===== config.mk =====
export PLATFORM = sky130hd
export DESIGN_NAME = debugPort
export DESIGN_NICKNAME = d
export VERILOG_FILES = /design/src/rtl/cpuPkg.sv /design/src/rtl/debugPort.sv
export SDC_FILE = /design/constraint.sdc
export NUM_CORES = 1
export LEC_CHECK = 0
export BUFFER_PORTS_ARGS = -buffer_cell sky130_fd_sc_hd__buf_2
export CORE_ASPECT_RATIO = 1.75
export CORE_MARGIN = 5
export CORE_UTILIZATION = 38
export CTS_CLUSTER_SIZE = 40
export DETAILED_ROUTE_END_ITERATION = 7
export GPL_TIMING_DRIVEN = 1
export PLACE_DENSITY = 0.85
export RECOVER_POWER = 100
export SYNTH_ARGS = -nofsm -noshare
export SYNTH_HDL_FRONTEND = slang
export SYNTH_SLANG_ARGS = --single-unit

===== constraint.sdc =====
create_clock -name Clock -period 2.5 [get_ports Clock]
set_input_delay 0.5 -clock Clock [delete_from_list [all_inputs] [get_ports Clock]]
set_output_delay 0.5 -clock Clock [all_outputs]
set_load 0.05 [all_outputs]

===== src/rtl/cpuPkg.sv =====
package cpuPkg;

    localparam int dataWidth    = 32;
    localparam int memAddrWidth = 9;
    localparam int memDepth     = 512;
    localparam int regCount     = 16;
    localparam int regSelWidth  = 4;
    localparam int immWidth     = 19;
    localparam int opWidth      = 5;
    localparam int apbAddrWidth = 10;

    typedef logic [dataWidth-1:0]    dataT;
    typedef logic [memAddrWidth-1:0] memAddrT;
    typedef logic [regSelWidth-1:0]  regSelT;
    typedef logic [apbAddrWidth-1:0] apbAddrT;

    localparam apbAddrT runCtrlAddr = apbAddrT'(memDepth); // First word past the memory window

    typedef enum logic [opWidth-1:0] {
        opLd   = 5'd0,
        opLdi  = 5'd1,
        opSt   = 5'd2,
        opHalt = 5'd31
    } opcodeT;

    typedef enum logic [3:0] {
        stepIdle,
        stepT0, stepT1, stepT2, stepT3,
        stepT4, stepT5, stepT6, stepT7
    } stepT;

    typedef logic [1:0] memSelT;
    localparam memSelT memSelNone  = 2'd0;
    localparam memSelT memSelRead  = 2'd1;
    localparam memSelT memSelWrite = 2'd2;

    typedef logic [1:0] regOutT;
    localparam regOutT regOutNone = 2'd0;
    localparam regOutT regOutRa   = 2'd1;
    localparam regOutT regOutRb   = 2'd2; // Zero when rb is r0

    typedef struct packed {
        logic   pcOut;
        logic   mdrOut;
        logic   zOut;
        logic   cOut;
        regOutT regOut;
        logic   marIn;
        logic   pcIn;
        logic   mdrIn;
        logic   irIn;
        logic   yIn;
        logic   zIn;
        logic   rIn;
        logic   incPc;
        memSelT memSel;
    } ctrlT;

endpackage


===== src/rtl/debugPort.sv =====
module debugPort (
    input  logic            Clock,
    input  logic            rst,
    input  logic            psel,
    input  logic            penable,
    input  logic            pwrite,
    input  cpuPkg::apbAddrT paddr,
    input  cpuPkg::dataT    pwdata,
    output cpuPkg::dataT    prdata,
    output logic            pready,
    output logic            pslverr,
    input  logic            running,
    input  logic            halted,
    output logic            start,
    output cpuPkg::memAddrT startPc,
    output cpuPkg::memAddrT dbgAddr,
    output cpuPkg::dataT    dbgWdata,
    output logic            dbgWrite,
    input  cpuPkg::dataT    dbgRdata
);

    import cpuPkg::*;

    logic setupPhase;
    logic accessPhase;
    logic inMem;
    logic isCtrl;
    dataT statusWord;
    dataT readValue;

    assign setupPhase  = psel && !penable;
    assign accessPhase = psel && penable;
    assign inMem       = paddr < apbAddrT'(memDepth);
    assign isCtrl      = (paddr == runCtrlAddr);

    assign statusWord = {{(dataWidth-2){1'b0}}, halted, running};
    assign readValue  = isCtrl ? statusWord : (inMem ? dbgRdata : '0);

    // Read data captured at the end of setup, held through access
    always_ff @(posedge Clock) begin
        if (rst) begin
            prdata <= '0;
        end else if (setupPhase && !pwrite) begin
            prdata <= readValue;
        end
    end

    assign pready = 1'b1; // No wait states

    assign pslverr = accessPhase &&
                     ((inMem && running) ||
                      (isCtrl && pwrite && running) ||
                      (!inMem && !isCtrl));

    assign dbgAddr  = paddr[memAddrWidth-1:0];
    assign dbgWdata = pwdata;
    assign dbgWrite = accessPhase && pwrite && inMem && !running;

    assign start   = accessPhase && pwrite && isCtrl && !running;
    assign startPc = pwdata[memAddrWidth-1:0];

endmodule


Word-level counts from Yosys, hierarchy flattened
Index checks and enable logic that the tools add are counted.

storage, ports and cells
  register bits after elaboration = 32
  bits of input ports = 81
  output and inout port bits = 86
  logic and storage cells = 25

operators by class
  $lt $le $gt $ge = 1
  equality and inequality tests = 1
  multiplexer cells = 2
  reduce and logical (&&, ||, !) cells = 20

operators by type and width
  kind                                                count
  two-way mux 32 bit                                  2
  logical AND 1 bit                                   13
  equality test 10 bit, second input constant         1
  less-than comparator 10 bit, second input constant  1
  logical NOT 1 bit                                   5
  logical OR 1 bit                                    2

Logic depth before layout (Yosys ltp)
  depth after elaboration = 6
  depth in mapped cells = 5
  gate-level depth less buffers = 3

Worst setup path after synthesis
Ideal clock, no wire load.

  path type = input port to output port
  start = input paddr[8]
  end = output start
  data arrival time = 1.632 ns
  data required time = 2.000 ns
  path slack = 0.368 ns
  stages on the path = 3
  path buffers = 0
  cell sequence = nor4b_2 nand3_1 nor2_1

between the ends
  cells in the longest elaborated chain, start to end = 3

RTL lines
  element                          RTL line         source
  start, declared                  debugPort.sv:7   input cpuPkg::apbAddrT paddr,
  equality test 10 bit             debugPort.sv:34  assign isCtrl = (paddr == runCtrlAddr);
  logical AND 1 bit (2 in series)  debugPort.sv:59  assign start = accessPhase && pwrite && isCtrl && !running;
  end, declared                    debugPort.sv:14  output logic start,

Every way passes these cells.

Worst setup path after layout
  start = input paddr[0]
  end = output start

Same word-level chain as after synthesis.

==> results list <==
- For this run, the post-layout net count is 330.
- Total of max-cap violations: 0
- Number of sinks driven by the clock tree: 32
- Summing the areas of all and, or, nand and nor instances in the mapped netlist gives 21.8% of the synthesized area.
- Across the routed clock network, the largest skew measured is 0 ns.
* Post-Place Cells: between 200 and 300
- The synthesized design contains 32 register bits.
* Worst min-delay path class: flop to flop
* Number of antenna violations at the first check in global routing: 0
- Fraction of the mapped netlist area in compound gates: a little under an eighth
* Layout cell share with drive strength beyond 1: about 26%
- Largest reg by FF count: prdata
- Master cell of the clock root buffer: sky130_fd_sc_hd__clkbuf_8
- On the critical path the largest part of the delay comes from simple AND/OR/NAND/NOR gates.
- Postcts setup bufs: 0
- Clock-pin slew was measured on the worst setup and hold paths at approximately 0.060 ns.
- Overflow left after global routing: 0
* Worst R2R Start: prdata[0]$_SDFFE_PP0P_
- In this run, the number of DRC markers left after iteration 0 of detailed routing was 40.
- Post-synth cell types: 20
- Pin count of the biggest net entering global routing: 33
- The worst hold path terminates at prdata[17]$_SDFFE_PP0P_.
- Post-synth top flop: sky130_fd_sc_hd__dfxtp_1
* Overall fraction of global-route tracks in use: between 15 and 20%
- The library cells used most frequently in the layout, excluding fill and tap cells, are sky130_fd_sc_hd__buf_2, sky130_fd_sc_hd__clkbuf_1, sky130_fd_sc_hd__a21oi_1, sky130_fd_sc_hd__dfxtp_1.
- The floorplan step set the die height to around 100 um.
* Number of flip-flops in the largest register: 32
- Number of synthesized flops with an enable pin: 0
* Port Buffer Count: roughly 90
- Unrepaired setup endpoints after global routing: false
- Summed over all cells, the static leakage comes to just under 0.7 nW.
- In this design, the critical path's most frequently occurring cell is sky130_fd_sc_hd__buf_2.
* GP Congestion: between 0.6 and 0.7
- By area, the combinational part of the netlist is dominated by buffers and inverters.
* Start-to-end type of the worst setup path: primary input to primary output
- The critical path contains buffers and inverters numbering 2 combined.
* N_diodes: 0
- The H-tree was split into 2 levels.
* Routed WL per cell: about 15 um
* CTS Buf Count: 5
- R2r worst-path depth: 2
* Async S/R FF share, synth: 0%
- No sink is reached through more buffers than the 2 on the longest clock path.
- Number of vias in the routed layout: about 1500
- Count of final setup violators: 0
- The worst path needs around 2.0 ns of the cycle, external delays included.
* Number of gates resized after CTS: 0
- Measured against its own limit, the worst slew margin works out to a little under three fifths.
- Via count of the first global-routing pass: between 1000 and 1500
- For this design the ratio of total power to cell area is around 660 nW/um^2.
* FMAX: just under 500 MHz
- 167 I/O pins were placed.
- Die Outline Area: slightly below 6000 sq um
- Leaving out filler cells and counting taps, the final layout contains ~300.
* Initial core utilization: roughly two fifths
* Mean Syn Cell Area: ~8 sq um
* Final cycle utilization of the critical path: 81.4%
- Wire length of the first global-routing pass: around 7000 um
* Min-Delay Startpoint: prdata[17]$_SDFFE_PP0P_
* Slew at the pin closest to its max-slew limit: 0.660 ns
- In the routed layout, each cell is associated on average with a via count of 5.00.
* Sort of element at the start of the critical path: primary input
* Cell with the biggest individual delay on the critical path: sky130_fd_sc_hd__nor4_2
* Setup TNS: 0 ns
- Number of buffers added to fix hold violations after cts: 0
- Core outline area: approximately 4300 sq um
- Drt total wl: between 4000 and 5000 um
* Most frequent standard cell in the layout excluding fill and tap cells: sky130_fd_sc_hd__buf_2
- The wire-length estimate of the detail-placed layout is 3580 um.
* YS warnings: 0
- The synthesized netlist occupies a cell area of ~1700 sq um.
- Area share of xor/xnor cells in the synthesized design: 0%
* Site Rows: 32
* Proportion of synthesized area in mux cells: 0%
- Synthesis produced a netlist whose cell count is 209.
- For this run, the detailed router's first-pass iteration total came to 4.
- Later-pin clock latency in the skew report: approximately 0.27 ns
- Compared with the post-synthesis result, the final layout area differs by 9.30%.
- Endpoint of the worst register-to-register path: prdata[0]$_SDFFE_PP0P_
- After detailed routing, the number of remaining DRC violations is 0.
- Count of final max-slew check failures: 0
* CP endpoint kind: primary output
* Chain of cells forming the critical path: buf_2 -> nor4_2 -> nand3_1 -> nor2_1 -> buf_2
* Reg2reg setup slack: around 1.8 ns
- In the final layout, the registers with the most flip-flops are prdata x32.
* Sequential cell area fraction in the yosys report: 38.4%
- Outcome: complete, no violations
* Post-synthesis adder-cell area fraction: 0%
- The hold violation count in the final report came to 0.
* Synthesized Nets: just under 300
- The floorplan step set the die width to approximately 60 um.
- Peak fanout along the critical path: 3
* TritonCTS clock tree: done
- Worst EP required: 2.00 ns
- Antenna Nets Post-Route: 0
* Peak VDD IR: roughly 0.00038 V
- On the worst path, the slowest cell contributes a delay of between 0.3 and 0.4 ns.
- Counting instances, the worst hold path has a depth of 2.
* Endpoint arrival time on the critical path: ~1.5 ns
==> synthesized netlist by cell type (all sizes together) (2+ instances only) <==
cell    count  area share [%]
a211oi      2            0.90
a21oi      32             9.6
buf        58              27
clkbuf      6             1.4
dfxtp      32              38
nand2      31             7.0
nand3      31             9.3
nand4       2            0.75
nor2        6             1.4
==> metal layers <==
layer / vias to the layer above / wire (um) / global-route usage, %
li1: 726 / - / -
met1: 677 / 1420 / 14.9
met2: 70 / 2430 / 27.2
met3: 33 / 364 / 3.46
met4: 0 / 356 / 13.7
met5: - / 0 / 0
==> power by group <==
group	total [mW]	leakage [nW]	internal, mW	switching [mW]
Clock	0.488	0.0541	0.295	0.193
Sequential	0.526	0.259	0.521	0.00521
Combinational	0.191	0.373	0.0516	0.140
Total	1.21	0.686	0.867	0.338
==> cell type report <==
cell class                      count  area, sq um
Clock buffer                        5         68.8
Timing Repair Buffer               97          440
Multi-Input combinational cell    112          563
Sequential cell                    32          641
Fill cell                         494         2500
Inverter                            1         3.75
Tap cell                           51         63.8
Clock inverter                      3         42.5
==> per-stage QoR <==
step | instance area [sq um] | setup slack, ns | utilization [%] | hold WS (ns) | power (mW)
floorplan | 1670 | 0.368 | - | 0.573 | 0.850
global placement | 1770 | 0.494 | 40.9 | 0.435 | 0.733
detailed placement | 1770 | 0.471 | 40.9 | 0.441 | 0.737
CTS | 1880 | 0.470 | 43.5 | 0.450 | 1.23
global route | 1820 | 0.362 | 42.2 | 0.467 | 1.26
finish | 1820 | 0.465 | 42.2 | 0.449 | 1.21
==> worst max-delay path by stage <==
stage,from,end,slack (ns),cells past startpoint
5_1_grt,paddr[0],start,0.36,5
2_1_floorplan,paddr[8],start,0.37,3
3_3_place_gp,paddr[0],start,0.49,5
6_report,paddr[0],start,0.46,5
3_5_place_dp,paddr[0],start,0.47,5
4_1_cts,paddr[0],start,0.47,5
==> worst min-delay path, delay by kind of cell, from the launching register on <==
kind	cells	cell delay, ns
AO/OA/AOI/OAI	1	0.05
flip-flops	1	0.31
AND/OR/NAND/NOR	1	0.05
==> kinds of logic (layout without fill, tap and decap cells) <==
group	after synthesis	after routing
AOI/OAI and AO/OA	36	36
DFF	32	32
and+or+nand+nor	75	75
other	1	1
buffers and inverters	65	106
Power figures use the tool's default switching activity.
