`config.mk`:
```
export PLATFORM = sky130hd
export DESIGN_NAME = dataPath
export DESIGN_NICKNAME = d
export VERILOG_FILES = /design/src/rtl/cpuPkg.sv /design/src/rtl/registerFile.sv /design/src/rtl/dataPath.sv
export SDC_FILE = /design/constraint.sdc
export NUM_CORES = 1
export LEC_CHECK = 0
export BUFFER_PORTS_ARGS = -buffer_cell sky130_fd_sc_hd__buf_2
export CORE_UTILIZATION = 50
export CTS_BUF_LIST = sky130_fd_sc_hd__clkbuf_16
export CTS_CLUSTER_SIZE = 16
export DETAILED_ROUTE_END_ITERATION = 6
export GPL_TIMING_DRIVEN = 1
export PLACE_DENSITY = 0.69
export SKIP_CTS_REPAIR_TIMING = 1
export SYNTH_ARGS = -nofsm -noshare
export SYNTH_HDL_FRONTEND = slang
export SYNTH_SLANG_ARGS = --single-unit
```
`constraint.sdc`:
```
create_clock -name Clock -period 4.74 [get_ports Clock]
set_input_delay 0.948 -clock Clock [delete_from_list [all_inputs] [get_ports Clock]]
set_output_delay 0.948 -clock Clock [all_outputs]
set_load 0.02 [all_outputs]
```
`src/rtl/cpuPkg.sv`:
```
package cpuPkg;

    localparam int dataWidth    = 32;
    localparam int memAddrWidth = 9;
    localparam int memDepth     = 512;
    localparam int regCount     = 16;
    localparam int regSelWidth  = 4;
    localparam int immWidth     = 19;
    localparam int opWidth      = 5;
    localparam int apbAddrWidth = 10;

    typedef logic [dataWidth-1:0]    dataT;
    typedef logic [memAddrWidth-1:0] memAddrT;
    typedef logic [regSelWidth-1:0]  regSelT;
    typedef logic [apbAddrWidth-1:0] apbAddrT;

    localparam apbAddrT runCtrlAddr = apbAddrT'(memDepth); // First word past the memory window

    typedef enum logic [opWidth-1:0] {
        opLd   = 5'd0,
        opLdi  = 5'd1,
        opSt   = 5'd2,
        opHalt = 5'd31
    } opcodeT;

    typedef enum logic [3:0] {
        stepIdle,
        stepT0, stepT1, stepT2, stepT3,
        stepT4, stepT5, stepT6, stepT7
    } stepT;

    typedef logic [1:0] memSelT;
    localparam memSelT memSelNone  = 2'd0;
    localparam memSelT memSelRead  = 2'd1;
    localparam memSelT memSelWrite = 2'd2;

    typedef logic [1:0] regOutT;
    localparam regOutT regOutNone = 2'd0;
    localparam regOutT regOutRa   = 2'd1;
    localparam regOutT regOutRb   = 2'd2; // Zero when rb is r0

    typedef struct packed {
        logic   pcOut;
        logic   mdrOut;
        logic   zOut;
        logic   cOut;
        regOutT regOut;
        logic   marIn;
        logic   pcIn;
        logic   mdrIn;
        logic   irIn;
        logic   yIn;
        logic   zIn;
        logic   rIn;
        logic   incPc;
        memSelT memSel;
    } ctrlT;

endpackage

```
`src/rtl/registerFile.sv`:
```
module registerFile (
    input  logic           Clock,
    input  logic           rst,
    input  cpuPkg::regSelT ra,
    input  cpuPkg::regSelT rb,
    input  logic           writeEn,
    input  cpuPkg::dataT   writeData,
    output cpuPkg::dataT   raData,
    output cpuPkg::dataT   rbBase
);

    import cpuPkg::*;

    dataT regs [regCount];

    always_ff @(posedge Clock) begin
        if (rst) begin
            for (int i = 0; i < regCount; i++) begin
                regs[i] <= '0;
            end
        end else if (writeEn) begin
            regs[ra] <= writeData; // Destination is always ra
        end
    end

    assign raData = regs[ra];

    // r0 as a base reads as zero
    assign rbBase = (rb == '0) ? '0 : regs[rb];

endmodule

```
`src/rtl/dataPath.sv`:
```
module dataPath (
    input  logic            Clock,
    input  logic            rst,
    input  cpuPkg::ctrlT    ctrl,
    input  logic            start,
    input  cpuPkg::memAddrT startPc,
    input  cpuPkg::dataT    memRdata,
    output cpuPkg::memAddrT memAddr,
    output cpuPkg::dataT    memWdata,
    output logic            memWrite,
    output cpuPkg::opcodeT  opcode
);

    import cpuPkg::*;

    memAddrT pc;
    memAddrT mar;
    dataT    ir;
    dataT    mdr;
    dataT    y;
    dataT    z;
    dataT    bus;
    dataT    sum;
    dataT    cValue;
    dataT    raData;
    dataT    rbBase;
    regSelT  raSel;
    regSelT  rbSel;

    assign raSel  = ir[dataWidth-opWidth-1 -: regSelWidth];
    assign rbSel  = ir[dataWidth-opWidth-regSelWidth-1 -: regSelWidth];
    assign cValue = {{(dataWidth-immWidth){ir[immWidth-1]}}, ir[immWidth-1:0]}; // Sign-extended C
    assign opcode = opcodeT'(ir[dataWidth-1 -: opWidth]);

    registerFile registerFile_i (
        .Clock     (Clock),
        .rst       (rst),
        .ra        (raSel),
        .rb        (rbSel),
        .writeEn   (ctrl.rIn),
        .writeData (bus),
        .raData    (raData),
        .rbBase    (rbBase)
    );

    // One driver per cycle on the shared bus
    always_comb begin
        if (ctrl.pcOut) begin
            bus = dataT'(pc);
        end else if (ctrl.mdrOut) begin
            bus = mdr;
        end else if (ctrl.zOut) begin
            bus = z;
        end else if (ctrl.cOut) begin
            bus = cValue;
        end else if (ctrl.regOut == regOutRa) begin
            bus = raData;
        end else if (ctrl.regOut == regOutRb) begin
            bus = rbBase;
        end else begin
            bus = '0;
        end
    end

    assign sum = ctrl.incPc ? bus + dataT'(1) : y + bus;

    always_ff @(posedge Clock) begin
        if (rst) begin
            pc <= '0;
            ir <= '0;
        end else begin
            if (start) begin
                pc <= startPc; // Debug port sets entry point
            end else if (ctrl.pcIn) begin
                pc <= bus[memAddrWidth-1:0];
            end
            if (ctrl.irIn) begin
                ir <= bus;
            end
        end
    end

    always_ff @(posedge Clock) begin
        if (ctrl.marIn) begin
            mar <= bus[memAddrWidth-1:0];
        end
        if (ctrl.mdrIn) begin
            mdr <= (ctrl.memSel == memSelRead) ? memRdata : bus;
        end
        if (ctrl.yIn) begin
            y <= bus;
        end
        if (ctrl.zIn) begin
            z <= sum;
        end
    end

    assign memAddr  = mar;
    assign memWdata = mdr;
    assign memWrite = (ctrl.memSel == memSelWrite);

endmodule

```
# Yosys cells after proc, flatten, opt, wreduce, memory -nomap -nowiden
# Memory sizes are Yosys's and may differ from the RTL's. A register that Yosys moved wholly into a read port is not among the register bits.
# Index checks and enable logic that the tools add are counted.
# word_totals
mem_bits_rw	512
mem_count	1
word_cells	39
reg_bits	146
# classes
muxes	23
add_sub_neg	2
eq_ne	4
n_reduce_logical	3
# mem_list
name	words	word_bits	rd	rd_clocked_by_memory_dff	write_ports	line_no	text
registerFile_i.regs	16	32	2	2	16	registerFile.sv:14	dataT regs [regCount];
# op_table
operator	n
32-bit two-way mux	10
32-bit by 1-bit adder with 32-bit output, second input constant	1
32-bit adder	1
32-bit OR reduction	1
4-bit two-way mux	5
9-bit two-way mux	2
1-bit two-way mux	6
2-bit by 1-bit equality test with 1-bit output, second input constant	2
2-bit equality test, second input constant	2
4-bit logical NOT	1
2-bit nonzero test	1

# Depth between registers and ports, before layout
# logic_depth
word_depth	10
depth_mapped	23
depth_no_buf	18

# Hierarchy
# Synthesis repeated with hierarchy kept, for this count alone.
# hier_totals
cells_unflattened	2666
hier_area_um2	34827.2
# modules_own_cells
module	area_each_um2	n_inst	cells_each
registerFile	26517.9	1	1792
dataPath	8309.2	1	874

# Worst setup path after synthesis
# No wires, ideal clock.
# synth_path
path_type	register to register
from	register (tool-made name)
to	register z[30], data pin
n_path_buf	4
slack_ns	-0.192
required_ns	4.578
arrival_ns	4.770
setup_time_ns	0.162
path_stages_with_launch	23
path_cell_list	dfxtp_1 buf_6 buf_4 buf_2 mux4_2 mux4_2 a21oi_1 a21o_1 nor2_1 a21oi_4 buf_4 inv_2 ha_1 inv_1 fa_1 nor2b_1 o2111ai_1 a31oi_1 o21ai_0 a211o_1 a31oi_1 or4b_2 o2111ai_1
# synth_lines
element	line_no	text
end signal, assigned	dataPath.sv:94	z <= sum;
end, declared	dataPath.sv:21	dataT z;

==> run_summary.xml <==
<?xml version="1.0" encoding="UTF-8"?>
<metrics>
  <group name="floorplan">
    <metric name="row_cnt" unit="">95</metric>
    <metric name="fp.dieH" unit="um">264</metric>
    <metric name="design.core.area" unit="um2">67600</metric>
    <metric name="pin_count" unit="">107</metric>
    <metric name="floorplan.die_area" unit="um2">69800</metric>
    <metric name="die_w" unit="um">264</metric>
    <metric name="effective_utilization_at_floorplan" unit="">0.508</metric>
  </group>
  <group name="timing">
    <metric name="tightest_slew" unit="ns">1.06</metric>
    <metric name="final.setup_skew" unit="ns">0.0348</metric>
    <metric name="slew_headroom" unit="">0.290</metric>
    <metric name="finalCritPeriodShare" unit="">0.997</metric>
    <metric name="post-route-worst-setup-slack" unit="ns">0.0143</metric>
    <metric name="timing.final.max_slew_violations" unit="">0</metric>
    <metric name="fmaxAchievable" unit="GHz">0.212</metric>
    <metric name="finalHoldViolCount" unit="">0</metric>
    <metric name="final.hold.worst_slack" unit="ns">0.459</metric>
    <metric name="setup-violations-final" unit="">0</metric>
    <metric name="layout_min_cycle_time" unit="ns">4.73</metric>
  </group>
  <group name="cells_and_area">
    <metric name="layout_cell_share_with_drive_strength_beyond_1" unit="">0.337</metric>
    <metric name="area.sequential" unit="um2">19500</metric>
    <metric name="fin_cells" unit="">3633</metric>
    <metric name="area_delta_synth_final" unit="%">16.6</metric>
    <metric name="multi_input_comb_area" unit="um2">14000</metric>
    <metric name="finish.utilization" unit="">0.593</metric>
    <metric name="final_design_area_no_fill" unit="um2">40100</metric>
    <metric name="finish.net_count" unit="">2794</metric>
    <metric name="fillCellCount" unit="">5095</metric>
  </group>
  <group name="critical_path">
    <metric name="worst_ep_required_time" unit="ns">5.12</metric>
    <metric name="setup.reg_to_reg.worst_slack" unit="ns">0.01</metric>
    <metric name="r2r.worst_path.cells" unit="">21</metric>
    <metric name="timing_worst_setup_path_type" unit="">reg2reg</metric>
    <metric name="cp-start-kind" unit="">flip-flop</metric>
    <metric name="worstPathMaxFanout" unit="">6</metric>
    <metric name="critical_path.endpoint" unit="">z[21]</metric>
    <metric name="endpoint_kind" unit="">flip-flop</metric>
    <metric name="worst_r2r_endpoint" unit="">z[21]</metric>
    <metric name="crit_arrival" unit="ns">5.11</metric>
  </group>
  <group name="power_and_ir_drop">
    <metric name="cellInternalPower" unit="uW">10600</metric>
    <metric name="leakage" unit="uW">0.0143</metric>
    <metric name="power.share.sequential" unit="">0.481</metric>
    <metric name="p_comb_frac" unit="">0.144</metric>
    <metric name="swShare" unit="">0.261</metric>
    <metric name="pwr_density_cell" unit="nW/um2">359</metric>
    <metric name="power_frac_clock" unit="">0.375</metric>
    <metric name="power.switching" unit="uW">3760</metric>
    <metric name="vdd.ir_drop.worst" unit="uV">286</metric>
  </group>
  <group name="cts">
    <metric name="clock_tree_from_tritoncts" unit="">yes</metric>
    <metric name="cts-root-to-sink-buffers" unit="">3</metric>
    <metric name="cts-htree-levels" unit="">3</metric>
    <metric name="clock_sink_count" unit="">666</metric>
    <metric name="clockRootBuffer" unit="">clkbuf_16</metric>
    <metric name="worstSkewPairLatency" unit="ns">0.64</metric>
    <metric name="clk_pin_slew_worst_paths" unit="ns">0.07</metric>
    <metric name="clock_buffer_count_from_cts" unit="">72</metric>
  </group>
  <group name="run_status">
    <metric name="status" unit="">finished clean</metric>
  </group>
  <group name="synth">
    <metric name="net_count_of_the_mapped_netlist" unit="">2589</metric>
    <metric name="ys_warn_count" unit="">0</metric>
    <metric name="mappedNetlistArea" unit="um2">34400</metric>
    <metric name="yosysUniqueCellTypes" unit="">58</metric>
    <metric name="synth_top_area_cell" unit="">edfxtp_1</metric>
    <metric name="synth_edf_count" unit="">617</metric>
    <metric name="count_of_mapped_cells_out_of_synthesis" unit="">2497</metric>
    <metric name="synth_largest_type_area_fraction" unit="">0.539</metric>
    <metric name="synthesis.area_per_instance" unit="um2">13.8</metric>
    <metric name="ys_ff_latch" unit="">666</metric>
    <metric name="async_reset_ff_frac" unit="">0</metric>
    <metric name="dominantRegCellSynth" unit="">edfxtp_1</metric>
    <metric name="synth-seq-area-share" unit="">0.567</metric>
    <metric name="ys_top_cells_by_area" unit="">edfxtp_1 54%, mux4_2 21%, nor2_1 6.0%</metric>
  </group>
  <group name="worst_hold_path">
    <metric name="min_path_cells" unit="">2</metric>
    <metric name="hp-class" unit="">reg2reg</metric>
  </group>
  <group name="drt">
    <metric name="wirelength_met1" unit="um">39100</metric>
    <metric name="maxUsedRoutingLayer" unit="">met4</metric>
    <metric name="avgViaCountPerCell" unit="">6.70</metric>
    <metric name="total_number_of_vias" unit="">24400</metric>
    <metric name="postRouteWirelength" unit="um">113000</metric>
    <metric name="met2_routed_length" unit="um">52800</metric>
    <metric name="route.detailed.drc" unit="">0</metric>
    <metric name="first_iter_violations" unit="">3545</metric>
    <metric name="detailedRoute.firstPassIterationCount" unit="">6</metric>
    <metric name="detail_route.wl_per_cell" unit="um">31.1</metric>
    <metric name="antenna_violating_nets_post_route" unit="">0</metric>
    <metric name="route.met3.wl" unit="um">15300</metric>
  </group>
  <group name="grt">
    <metric name="total_congestion_overflow_after_global_routing" unit="">0</metric>
    <metric name="maximum_number_of_pins_on_one_net_before_global_route_repair" unit="">39</metric>
    <metric name="grt_use_total" unit="">0.319</metric>
    <metric name="number_of_antenna_violations_at_the_first_check_in_global_routing" unit="">0</metric>
    <metric name="number_of_global_route_vias_before_repair" unit="">23900</metric>
    <metric name="grt_pass1_wl" unit="um">160000</metric>
  </group>
  <group name="place">
    <metric name="port-buffer-count" unit="">106</metric>
    <metric name="dp_hpwl" unit="um">68000</metric>
    <metric name="preCtsSetupSlack" unit="ns">-0.234</metric>
    <metric name="gp_congestion" unit="">0.906</metric>
    <metric name="dpl_cell_area" unit="um2">37100</metric>
    <metric name="dpl.cell_count" unit="">3468</metric>
  </group>
  <group name="flow_run">
    <metric name="cap_viol_max_count" unit="">0</metric>
  </group>
</metrics>
==> critical path: stages (launching register included) <==
cell	delay [ns]
dfxtp_4	0.44
buf_12	0.14
clkbuf_16	0.15
mux4_2	0.50
mux4_2	0.59
a21oi_2	0.17
nand2_1	0.07
o211ai_1	0.10
nor2_1	0.08
a21oi_2	0.24
inv_2	0.10
ha_4	0.25
a211oi_2	0.23
o21bai_2	0.11
o2111ai_2	0.21
buf_4	0.17
nand2_1	0.08
a311oi_2	0.27
buf_4	0.17
o31ai_1	0.07
a21oi_1	0.22
xnor2_1	0.12
==> worst min-delay path by stage <==
stage | from | end | slack [ns]
2_1_floorplan | ir[14] | ir[14] | 0.43
3_5_place_dp | ir[14] | ir[14] | 0.44
4_1_cts | ir[14] | ir[14] | 0.46
5_1_grt | ir[28] | ir[28] | 0.49
6_report | ir[14] | ir[14] | 0.46
3_3_place_gp | ir[14] | ir[14] | 0.43
==> layer usage <==
layer  vias to the layer above  GRT usage
met5                         -          0
met4                         0      0.155
met3                       347     0.0725
met2                      1935      0.496
met1                     12300      0.426
li1                       9777          -
==> layout by cell type (no fill, tap or decap), types with 9 or more instances in the layout <==
master and instances:
a211oi_1 21, a21o_1 25, a21oi_1 48, a21oi_2 11, a21oi_4 10, buf_12 35, buf_2 106, buf_4 212
clkbuf_16 79, clkinv_1 17, clkinv_2 13, dfxtp_1 41, edfxtp_1 617, ha_1 20, ha_4 11, inv_1 63
inv_2 11, mux4_2 316, nand2_1 103, nand2_2 11, nand2b_1 29, nand2b_2 16, nand4_1 13, nor2_1 545
nor2_2 30, nor2b_1 61, nor3_1 13, nor3b_1 18, o211ai_1 12, o21ai_0 63, o21ai_1 24, or2_1 21
xnor2_1 18, xor2_1 9
==> cells in the mapped netlist (9+ instances only) <==
cell	instances
buf_2	63
ha_1	31
nand4_1	13
a211oi_1	22
clkbuf_1	118
buf_1	11
o21ai_0	74
mux4_2	316
xnor2_1	18
nor3_1	13
inv_1	46
nor2_2	27
a21oi_1	61
nor2b_1	64
nor3b_1	18
nand2b_1	45
a21o_1	25
nand3_1	12
edfxtp_1	617
nor2_1	548
buf_6	15
dfxtp_1	49
o21ai_1	21
or2_1	21
buf_4	28
nand2_1	114
xor2_1	9
o211ai_1	12
==> registers in the layout, indices dropped and copies added (netlist names), named ones only <==
signal	flops
memAddr	9
z	32
registerFile_i.regs	512
ir	32
y	32
memWdata	32
pc	9
==> through the flow <==
step	total power (uW)	setup TNS [ns]
2_1_floorplan	8160	0
3_3_place_gp	8900	-0.323
3_5_place_dp	8950	-0.807
4_1_cts	14300	-0.181
5_1_grt	14700	-0.664
6_report	14400	0
==> power groups by stage <==
stage | clock network [uW] | logic, uW | registers, uW
3_5_place_dp | 0 | 1920 | 7030
5_1_grt | 5640 | 2160 | 6940
2_1_floorplan | 0 | 1170 | 6990
3_3_place_gp | 0 | 1880 | 7010
6_report | 5390 | 2070 | 6920
4_1_cts | 5420 | 1920 | 6910
==> kinds of logic after synthesis <==
kind of cell / after synthesis / share of synthesized area
mux: 323 / 0.209
xor+xnor: 27 / 0.00688
compound gates: 259 / 0.0486
buf+inv: 291 / 0.0407
fa+ha+maj: 32 / 0.0119
flops: 666 / 0.567
simple gates: 899 / 0.116
==> cell type report <==
type / instances / area share
antenna: 1 / 0.0000624
clock buffer: 74 / 0.0462
clock inverter: 57 / 0.00924
inverter: 55 / 0.00515
multi-input combinational: 1540 / 0.348
sequential: 666 / 0.487
tap: 873 / 0.0272
timing repair buffer: 367 / 0.0770
(Power assumes the default switching activity.)
