`src/rtl/cpuPkg.sv`:
```
package cpuPkg;

    localparam int dataWidth    = 32;
    localparam int memAddrWidth = 9;
    localparam int memDepth     = 512;
    localparam int regCount     = 16;
    localparam int regSelWidth  = 4;
    localparam int immWidth     = 19;
    localparam int opWidth      = 5;
    localparam int apbAddrWidth = 10;

    typedef logic [dataWidth-1:0]    dataT;
    typedef logic [memAddrWidth-1:0] memAddrT;
    typedef logic [regSelWidth-1:0]  regSelT;
    typedef logic [apbAddrWidth-1:0] apbAddrT;

    localparam apbAddrT runCtrlAddr = apbAddrT'(memDepth); // First word past the memory window

    typedef enum logic [opWidth-1:0] {
        opLd   = 5'd0,
        opLdi  = 5'd1,
        opSt   = 5'd2,
        opHalt = 5'd31
    } opcodeT;

    typedef enum logic [3:0] {
        stepIdle,
        stepT0, stepT1, stepT2, stepT3,
        stepT4, stepT5, stepT6, stepT7
    } stepT;

    typedef logic [1:0] memSelT;
    localparam memSelT memSelNone  = 2'd0;
    localparam memSelT memSelRead  = 2'd1;
    localparam memSelT memSelWrite = 2'd2;

    typedef logic [1:0] regOutT;
    localparam regOutT regOutNone = 2'd0;
    localparam regOutT regOutRa   = 2'd1;
    localparam regOutT regOutRb   = 2'd2; // Zero when rb is r0

    typedef struct packed {
        logic   pcOut;
        logic   mdrOut;
        logic   zOut;
        logic   cOut;
        regOutT regOut;
        logic   marIn;
        logic   pcIn;
        logic   mdrIn;
        logic   irIn;
        logic   yIn;
        logic   zIn;
        logic   rIn;
        logic   incPc;
        memSelT memSel;
    } ctrlT;

endpackage

```
`src/rtl/controlUnit.sv`:
```
module controlUnit (
    input  logic           Clock,
    input  logic           rst,
    input  logic           start,
    input  cpuPkg::opcodeT opcode,
    output cpuPkg::ctrlT   ctrl,
    output logic           running,
    output logic           halted
);

    import cpuPkg::*;

    stepT step;
    stepT nextStep;
    logic isHalt;

    // Anything outside the load/store set stops the processor
    assign isHalt = !(opcode inside {opLd, opLdi, opSt});

    always_comb begin
        case (step)
            stepT0:  nextStep = stepT1;
            stepT1:  nextStep = stepT2;
            stepT2:  nextStep = stepT3;
            stepT3:  nextStep = isHalt ? stepIdle : stepT4;
            stepT4:  nextStep = stepT5;
            stepT5:  nextStep = (opcode == opLdi) ? stepT0 : stepT6; // ldi ends here
            stepT6:  nextStep = stepT7;
            stepT7:  nextStep = stepT0;
            default: nextStep = stepIdle;
        endcase
    end

    always_ff @(posedge Clock) begin
        if (rst) begin
            step    <= stepIdle;
            running <= 1'b0;
            halted  <= 1'b0;
        end else if (start) begin
            step    <= stepT0; // Fetch begins next cycle
            running <= 1'b1;
            halted  <= 1'b0;
        end else if (running) begin
            step <= nextStep;
            if (step == stepT3 && isHalt) begin
                running <= 1'b0;
                halted  <= 1'b1;
            end
        end
    end

    always_comb begin
        ctrl = '0;
        case (step)
            stepT0: begin
                ctrl.pcOut = 1'b1; // PC to MAR, PC+1 to Z
                ctrl.marIn = 1'b1;
                ctrl.incPc = 1'b1;
                ctrl.zIn   = 1'b1;
            end
            stepT1: begin
                ctrl.zOut   = 1'b1;
                ctrl.pcIn   = 1'b1;
                ctrl.mdrIn  = 1'b1;
                ctrl.memSel = memSelRead; // Instruction word
            end
            stepT2: begin
                ctrl.mdrOut = 1'b1;
                ctrl.irIn   = 1'b1;
            end
            stepT3: begin
                if (!isHalt) begin
                    ctrl.regOut = regOutRb; // Base into Y
                    ctrl.yIn    = 1'b1;
                end
            end
            stepT4: begin
                ctrl.cOut = 1'b1; // Effective address Y+C
                ctrl.zIn  = 1'b1;
            end
            stepT5: begin
                ctrl.zOut = 1'b1;
                if (opcode == opLdi) begin
                    ctrl.rIn = 1'b1;
                end else begin
                    ctrl.marIn = 1'b1;
                end
            end
            stepT6: begin
                ctrl.mdrIn = 1'b1;
                case (opcode)
                    opLd:    ctrl.memSel = memSelRead;
                    opSt:    ctrl.regOut = regOutRa; // Store data into MDR
                    default: ctrl.mdrIn  = 1'b0;
                endcase
            end
            stepT7: begin
                case (opcode)
                    opLd: begin
                        ctrl.mdrOut = 1'b1;
                        ctrl.rIn    = 1'b1;
                    end
                    opSt:    ctrl.memSel = memSelWrite;
                    default: ctrl.memSel = memSelNone;
                endcase
            end
            default: ctrl = '0;
        endcase
    end

endmodule

```
`config.mk`:
```
export PLATFORM = sky130hd
export DESIGN_NAME = controlUnit
export DESIGN_NICKNAME = d
export VERILOG_FILES = /design/src/rtl/cpuPkg.sv /design/src/rtl/controlUnit.sv
export SDC_FILE = /design/constraint.sdc
export NUM_CORES = 1
export LEC_CHECK = 0
export ABC_AREA = 1
export BUFFER_PORTS_ARGS = -buffer_cell sky130_fd_sc_hd__buf_2
export CAP_MARGIN = 25
export CORE_AREA = 2 2 39 41
export CTS_CLUSTER_DIAMETER = 200
export CTS_CLUSTER_SIZE = 28
export DETAILED_ROUTE_END_ITERATION = 8
export DIE_AREA = 0 0 41 43
export HOLD_SLACK_MARGIN = 0.02
export SLEW_MARGIN = 20
export SYNTH_ARGS = -nofsm -noshare
export SYNTH_HDL_FRONTEND = slang
export SYNTH_SLANG_ARGS = --single-unit
export TNS_END_PERCENT = 30
```
`constraint.sdc`:
```
create_clock -name Clock -period 1.83 [get_ports Clock]
set_input_delay 0.366 -clock Clock [delete_from_list [all_inputs] [get_ports Clock]]
set_output_delay 0.366 -clock Clock [all_outputs]
set_load 0.03 [all_outputs]
```
; ---- Word-level counts from Yosys, hierarchy flattened
; Index checks and enable logic that the tools add are counted.
[op_classes]
mux = 30
n_eq_ne = 10
n_reduce_logical = 10
[ops]
columns = operator, count
row1 = $pmux 4 s8, 1
row2 = $mux 1, 19
row3 = $eq 4x3->1 const B, 4
row4 = $eq 4x2->1 const B, 2
row5 = $pmux 1 s2, 4
row6 = $reduce_or 2->1, 4
row7 = $mux 3, 2
row8 = $pmux 2 s3, 1
row9 = $eq 5x1->1 const B, 1
row10 = $eq 5x2->1 const B, 1
row11 = $logic_not 5->1, 1
row12 = $eq 4x1->1 const B, 1
row13 = $eq 4x4->1 const B, 1
row14 = $mux 2, 2
row15 = $pmux 2 s2, 1
row16 = $reduce_bool 3->1, 1
row17 = $reduce_and 2->1, 1
row18 = $reduce_bool 2->1, 1
row19 = $logic_and 1x1->1, 1
row20 = $logic_not 1->1, 1
[totals]
regBits = 6
output_inout_bits = 18
elab_cells = 54

; ---- Logic depth before layout (Yosys ltp)
; Gate-level depths: netlist of run 1.
[logic_depth]
word_depth = 7
mapped_depth = 7
mapped_depth_nobuf = 7

; ---- Worst setup path before layout of run 1
; Ideal clock, no wire load.
[synth_path]
kind = reg-to-output
startpoint = register step[1]
endpoint = output port ctrl[0] (netlist bit)
required_ps = 1464
path_slack_ps = 30
n_path_buf = 0
stages_incl_launch_ff = 5
arrival_ps = 1434
cell_sequence = dfxtp_1 > nand3_2 > nor2_1 > inv_1 > o21ai_0
[synth_lines]
columns = item, line
row1 = from (decl), controlUnit.sv:13  ; stepT step;
row2 = from (signal assigned), controlUnit.sv:36  ; step <= stepIdle;
row3 = from (signal assigned), controlUnit.sv:40  ; step <= stepT0;
row4 = from (signal assigned), controlUnit.sv:44  ; step <= nextStep;
row5 = to (decl), controlUnit.sv:6  ; output cpuPkg::ctrlT ctrl,

==> results of run 1 <==
==> what timing repair did <==
item                       CTS  global route
pin swaps                    0             0
gates resized for setup      1             7
setup endpoints to repair    1             6
buffers inserted             0             0
==> per-stage QoR <==
step,hold WS [ns],total power (uW),util
after floorplan,0.435,197,-
after global placement,0.450,220,0.415
after detailed placement,0.494,221,0.415
after CTS,0.297,345,0.433
after global routing,0.311,363,0.443
final,0.301,342,0.443
==> layer usage <==
layer,track usage,vias to the layer above
met1,0.191,237
met5,0,-
met2,0.231,27
met3,0.0314,2
met4,0.0600,0
li1,-,299
==> worst min-delay path by stage <==
stage,end,slack [ns],from
3_5_place_dp,halted$_SDFFE_PP0P_,0.49,halted$_SDFFE_PP0P_
4_1_cts,running$_SDFF_PP0_,0.30,rst
3_3_place_gp,halted$_SDFFE_PP0P_,0.45,halted$_SDFFE_PP0P_
5_1_grt,running$_SDFF_PP0_,0.31,rst
6_report,step[0]$_SDFFE_PP0P_,0.30,rst
2_1_floorplan,step[0]$_SDFFE_PP0P_,0.44,rst
==> cell families (layout without fill, tap and decap cells) <==
kind of cell | count (synthesis) | after routing | synth area share
DFF | 6 | 6 | 0.275
AOI/OAI and AO/OA | 14 | 14 | 0.166
buffers and inverters | 14 | 41 | 0.138
and+or+nand+nor | 42 | 42 | 0.421
==> cell usage in the layout (no fill, tap or decap), drive strengths merged <==
master  count
buf        26
nor2       18
nand2      12
inv        12
nand3       9
a21oi       7
o21ai       6
dfxtp       6
clkbuf      3
nand4       2
or2         1
o31ai       1
==> where the power goes <==
part	internal (uW)	switching, uW	total, uW
Combinational	25.1	51.7	76.7
Clock	74.2	47.3	121
Sequential	136	7.65	144
Total	235	107	342
==> sequential cells by signal (all words and copies together), names as in the netlist <==
register	cells
step	4
running	1
halted	1
==> cell type report <==
cell class | count | area share
Clock buffer | 3 | 0.0367
Inverter | 12 | 0.0735
Multi-Input combinational cell | 56 | 0.431
Sequential cell | 6 | 0.202
Tap cell | 16 | 0.0327
Timing Repair Buffer | 26 | 0.224
==> critical path, delay by kind of cell, from the launching register on <==
kind                   cells  cell delay, ns
DFF                        1            0.34
and+or+nand+nor            3            0.53
buffers and inverters      1            0.20
AOI/OAI and AO/OA          1            0.08
==> results by group, run 1 <==
Timing
  • Max Freq: 569 MHz
  • Hold Fails Final Rpt: 0
  • RSZ-0062 raised after global routing: false
  • Final Max Tran Viols: 0
  • Slew headroom: 0.855
  • Setup_tns: 0 ns
  • Worst-margin pin slew: 0.216 ns
  • Count of final setup violators: 0
  • Clk_skew: about 0.0033 ns
  • Final period util: 0.960
  • Final min period: 1.76 ns
  • Final setup margin: 0.0736 ns

Clock network
  • Clock Sinks: 6
  • Hold Buf Count CTS: 0
  • H-Tree Depth: 1
  • CTS Buffer Depth: 2
  • CTS clk-pin slew, worst paths: 0.04 ns
  • Root Buffer: clkbuf_4
  • Clock Latency Late Sink: 0.24 ns
  • Num CTS Buffers: 3
  • CTS tree: built

Drt
  • WL/cell: 9.83 um
  • Initial DRC count: 10
  • DRC Markers: 0
  • Routed wire length: 1.17 mm
  • Met2 WL: 572 um
  • DR vias: 565
  • Detail Route Antenna Nets: 0
  • M1 wire length: 493 um
  • Detail Route met3 WL: between 90 and 100 um
  • Highest routed layer: met4
  • Via-to-Cell Ratio: 4.75
  • 1st-pass router iterations: 5

Placed design
  • Post-DP HPWL: 962 um
  • RD Place Congestion: between 0.7 and 0.8
  • Placed Area: 574 um^2
  • Placed Instances: 116
  • I/O Buffers: 25
  • Pre-CTS setup slack: 0.146 ns

Synthesis
  • Most used DFF post-synth: dfxtp_1
  • Ys Warns: 0
  • Yosys top cell area share: 0.275
  • Area contributors post-synth: dfxtp_1 (28%), nor2_1 (15%), nand2_1 (10%), inv_1 (9.5%), nand3_1 (9.2%)
  • Mapped Cells: 76
  • Top-count cell post-synth: nor2_1
  • Syn avg cell area: 5.75 um^2
  • Sequential area share after synthesis: 0.275
  • Yosys top cell by area: dfxtp_1
  • Syn nets: 84
  • EDFF count, synth: 0
  • Asr flop ratio synth: 0
  • Netlist cell types: 14
  • Yosys reg bits: 6
  • Synthesized cell area: 437 um^2
  • Most frequent cells after synthesis: nor2_1 (17), nand2_1 (12), inv_1 (11), nand3_1 (8), a21oi_1 (7)

Power
  • Maximum vdd drop: 0.000288 V
  • P_leak: 0.000336 uW
  • Pwr dens: 558 nW/um^2

Cells and area
  • N_diodes: 0
  • Layout cells sized above 1: 0.369
  • Register area: roughly 120 um^2
  • Final Net Count: 113
  • Fillcell total: 160
  • Post-route cell area: around 610 um^2
  • Area delta synth->final: 40.4%
  • Multi-input logic area: 264 um^2
  • Non-filler cells, final: between 100 and 150

Critical path
  • FF-to-FF Start: step[0]$_SDFFE_PP0P_
  • Crit path to: ctrl[3]
  • Max FO, Critical Path: 6
  • Crit path kind: flop to output port
  • Worst R2R Path Depth: 7
  • CP Launch Type: flop
  • Critical path capture point type: output port
  • WP data required: approximately 1.5 ns
  • Cells along the critical path: nor2_2, nand3_2, or2_2, o31ai_1, buf_4
  • Critical path arrival: between 1 and 1.5 ns
  • CP max stage delay: approximately 0.34 ns
  • Crit. Startpoint: step[0]$_SDFFE_PP0P_
  • Slowest cell on the critical path: dfxtp_2
  • Setup slack, reg-to-reg: approximately 0.70 ns
  • Reg2reg end: step[0]$_SDFFE_PP0P_

Outcome
  • Status: finished, final reports clean

Floorplan
  • FP Rows: 14
  • Core ar.: 1380 um^2
  • Die H: 43 um
  • Starting Density: 0.316
  • Die area: between 1500 and 2000 um^2
  • Die X: 41 um
  • Top Ports: 26

GRT
  • Total GRT Usage: 0.149
  • Largest net degree at the start of global routing: 8
  • Initial antenna violation count: 0
  • First-pass GRT wire length: approximately 1.8 mm
  • GRT overflow: 0
  • Vias in the first global route: 464

Worst hold path
  • Hold WC Path Type: input pin to flop
  • Worst hold stages: 2

Job
  • Max_cap viols: 0
Power figures use the tool's default switching activity.
==> inputs of run 2 (changes only) <==
--- a/config.mk
+++ b/config.mk
@@ -13,6 +13,7 @@
 export CTS_CLUSTER_SIZE = 28
 export DETAILED_ROUTE_END_ITERATION = 8
 export DIE_AREA = 0 0 41 43
+export GPL_TIMING_DRIVEN = 0
 export HOLD_SLACK_MARGIN = 0.02
 export SLEW_MARGIN = 20
 export SYNTH_ARGS = -nofsm -noshare
==> constraint.sdc (replaced) <==
create_clock -name Clock -period 2.2 [get_ports Clock]
set_input_delay 0.44 -clock Clock [delete_from_list [all_inputs] [get_ports Clock]]
set_output_delay 0.44 -clock Clock [all_outputs]
set_load 0.03 [all_outputs]
==> run 2 against run 1 <==
Net effect:
- hold slack better by 0.078 ns
- via count down 2.1%
- flip-flop and latch count unchanged
- wire length down 4.1%
- die area unchanged
- non-clock buffer count up 1
- global-route usage up 0.39 points
- clock skew up 0.0011 ns
- clock-buffer cell count unchanged
- combinational power down 17%
- first-iteration DRC count down 20%
- critical path type unchanged
- largest cell class unchanged
==> results by group, run 2 (same netlist as run 1, synthesis figures left out) <==
Outcome
  • Status: finished, final reports clean (unchanged)

Job
  • Max_cap viols: 0 (unchanged)

Power
  • Pwr dens: 470 nW/um^2 (was 558 nW/um^2)
  • Maximum vdd drop: 0.000211 V (was 0.000288 V)
  • Seq pwr share: 0.419 (was 0.420)
  • Int Pwr: 196 uW (was 235 uW)
  • Net Sw Power: 88.2 uW (was 107 uW)
  • Clock power share: 0.357 (was 0.355)
  • P_leak: 0.000341 uW (was 0.000336 uW)
  • Sw Share: 0.310 (was 0.312)
  • Logic pwr share: 0.225 (was 0.224)

Timing
  • Worst-margin pin slew: 0.234 ns (was 0.216 ns)
  • Final min period: around 2.0 ns
  • Clk_skew: 0.00445 ns (was 0.00335 ns)
  • Max Freq: 501 MHz
  • Setup_tns: 0 ns (unchanged)
  • Count of final setup violators: 0 (unchanged)
  • RSZ-0062 raised after global routing: false (unchanged)
  • Hold Fails Final Rpt: 0 (unchanged)
  • Slew headroom: 0.844 (was 0.855)
  • Final Max Tran Viols: 0 (unchanged)
  • Final period util: 0.908

Cells and area
  • Multi-input logic area: 256 um^2 (was 264 um^2)
  • Post-route cell area: 604 um^2 (was 613 um^2)
  • Final Net Count: 114 (was 113)
  • Max reg flops: 4 (unchanged)
  • Top Registers: step x4, halted x1, running x1 (unchanged)
  • Largest reg by FF count: step (unchanged)
  • Layout cells sized above 1: 0.327 (was 0.369)
  • Commonest cells after routing, fill and taps aside: buf_2 (25), nor2_1 (17), nand2_1 (12) (was buf_2 (23), nor2_1 (16), nand2_1 (12))
  • Commonest non-fill, non-tap cell in the layout: buf_2 (unchanged)
  • Fillcell total: 168 (was 160)
  • N_diodes: 0 (unchanged)
  • Register area: 120 um^2 (was 124 um^2)
  • Area delta synth->final: 38.4% (was 40.4%)

Floorplan
  • FP Rows: 14 (unchanged)
  • Die X: 41 um (unchanged)
  • Starting Density: 0.316 (unchanged)
  • Top Ports: 26 (unchanged)
  • Core ar.: 1380 um^2 (unchanged)
  • Die area: 1760 um^2 (unchanged)
  • Die H: 43 um (unchanged)

Clock network
  • CTS Buffer Depth: 2 (unchanged)
  • CTS tree: built (unchanged)
  • H-Tree Depth: 1 (unchanged)
  • Num CTS Buffers: 3 (unchanged)
  • Clock Sinks: 6 (unchanged)
  • Root Buffer: clkbuf_4 (unchanged)
  • Post CTS Setup Buffer Count: 0 (unchanged)
  • Hold Buf Count CTS: 0 (unchanged)
  • CTS clk-pin slew, worst paths: 0.04 ns (about the same)
  • Post-CTS sizing: 0 (was 1)
  • Clock Latency Late Sink: 0.25 ns (was 0.24 ns)

Drt
  • Detail Route met3 WL: 81 um (was 98 um)
  • Routed wire length: 1.12 mm (was 1.17 mm)
  • Initial DRC count: 8 (was 10)
  • DR vias: 553 (was 565)
  • Via-to-Cell Ratio: 4.61 (was 4.75)
  • WL/cell: 9.35 um (was 9.83 um)
  • Met2 WL: 541 um (was 572 um)
  • 1st-pass router iterations: 4 (was 5)
  • Highest routed layer: met4 (unchanged)
  • M1 wire length: 490 um (was 493 um)
  • Detail Route Antenna Nets: 0 (unchanged)
  • DRC Markers: 0 (unchanged)

Worst hold path
  • Worst Hold Launch: rst (unchanged)
  • Hold WC Path Type: input pin to flop (unchanged)

Placed design
  • Post-DP HPWL: 922 um (was 962 um)
  • Placed Area: 582 um^2 (was 574 um^2)
  • RD Place Congestion: 0.734 (was 0.784)
  • I/O Buffers: 25 (unchanged)

GRT
  • First-pass GRT wire length: 1.81 mm (was 1.84 mm)
  • Initial antenna violation count: 0 (unchanged)
  • Largest net degree at the start of global routing: 8 (unchanged)
  • Vias in the first global route: 424 (was 464)
  • GRT overflow: 0 (unchanged)
  • Total GRT Usage: 0.153 (was 0.149)

Critical path
  • Slowest cell on the critical path: dfxtp_1 (was dfxtp_2)
  • Crit. Startpoint: step[1]$_SDFFE_PP0P_ (was step[0]$_SDFFE_PP0P_)
  • Cells along the critical path: nor2_1, nand3_1, or2_2, o31ai_1, buf_2 (was nor2_2, nand3_2, or2_2, o31ai_1, buf_4)
  • Critical path capture point type: output port (unchanged)
  • Crit path kind: flop to output port (unchanged)
  • CP max stage delay: 0.36 ns (was 0.34 ns)
  • CP top delay family: simple AND/OR/NAND/NOR gates (unchanged)
  • Critical path arrival: 1.56 ns (was 1.39 ns)
  • Max FO, Critical Path: 6 (unchanged)
  • CP Launch Type: flop (unchanged)
  • Buf+Inv Stages, Crit Path: 1 (unchanged)
  • FF-to-FF Start: step[1]$_SDFFE_PP0P_ (was step[0]$_SDFFE_PP0P_)
  • WP data required: 1.76 ns (was 1.46 ns)
## run 2: final timing paths
kind	end	slack, ns	cells after the start
setup reg to reg	step[2]$_SDFFE_PP0P_	1.04	7
hold reg to reg	halted$_SDFFE_PP0P_	0.47	2
hold / removal	step[0]$_SDFFE_PP0P_	0.38	2
setup / recovery	ctrl[3]	0.20	5
## run 2: power groups by stage
stage                     combinational, uW  clock [uW]  sequential [uW]
final                                  63.8         101              119
after global routing                   71.9         114              119
after global placement                 63.5           0              120
after detailed placement               64.2           0              121
after floorplan                        41.8           0              122
after CTS                              64.3         104              119
## run 2: final cells by class
class / count / area share
multi-input cells: 56 / 0.424
repair buffers: 25 / 0.207
plain buffers: 2 / 0.0248
clock buffers: 3 / 0.0373
well taps: 16 / 0.0331
inverters: 12 / 0.0745
flip-flops and latches: 6 / 0.199
## run 2: through the flow
step / hold WS (ns) / setup slack [ns] / total power, uW / instances / utilization
after floorplan: 0.505 / 0.275 / 164 / 76 / -
after global placement: 0.451 / 0.371 / 184 / 117 / 0.420
after detailed placement: 0.465 / 0.344 / 185 / 117 / 0.420
after CTS: 0.375 / 0.194 / 287 / 120 / 0.437
after global routing: 0.375 / 0.0573 / 305 / 120 / 0.437
final: 0.379 / 0.203 / 284 / 120 / 0.437
## run 2: worst reg2reg max path, delay by kind of cell (launching register included)
family | cells | cell delay (ns)
buffers and inverters | 1 | 0.07
DFF | 1 | 0.36
AOI/OAI and AO/OA | 1 | 0.11
and+or+nand+nor | 5 | 0.54
## run 2: metal layers
layer | up-vias | global-route usage
li1 | 301 | -
met1 | 230 | 0.200
met2 | 19 | 0.206
met3 | 3 | 0.0628
met4 | 0 | 0.0800
met5 | - | 0
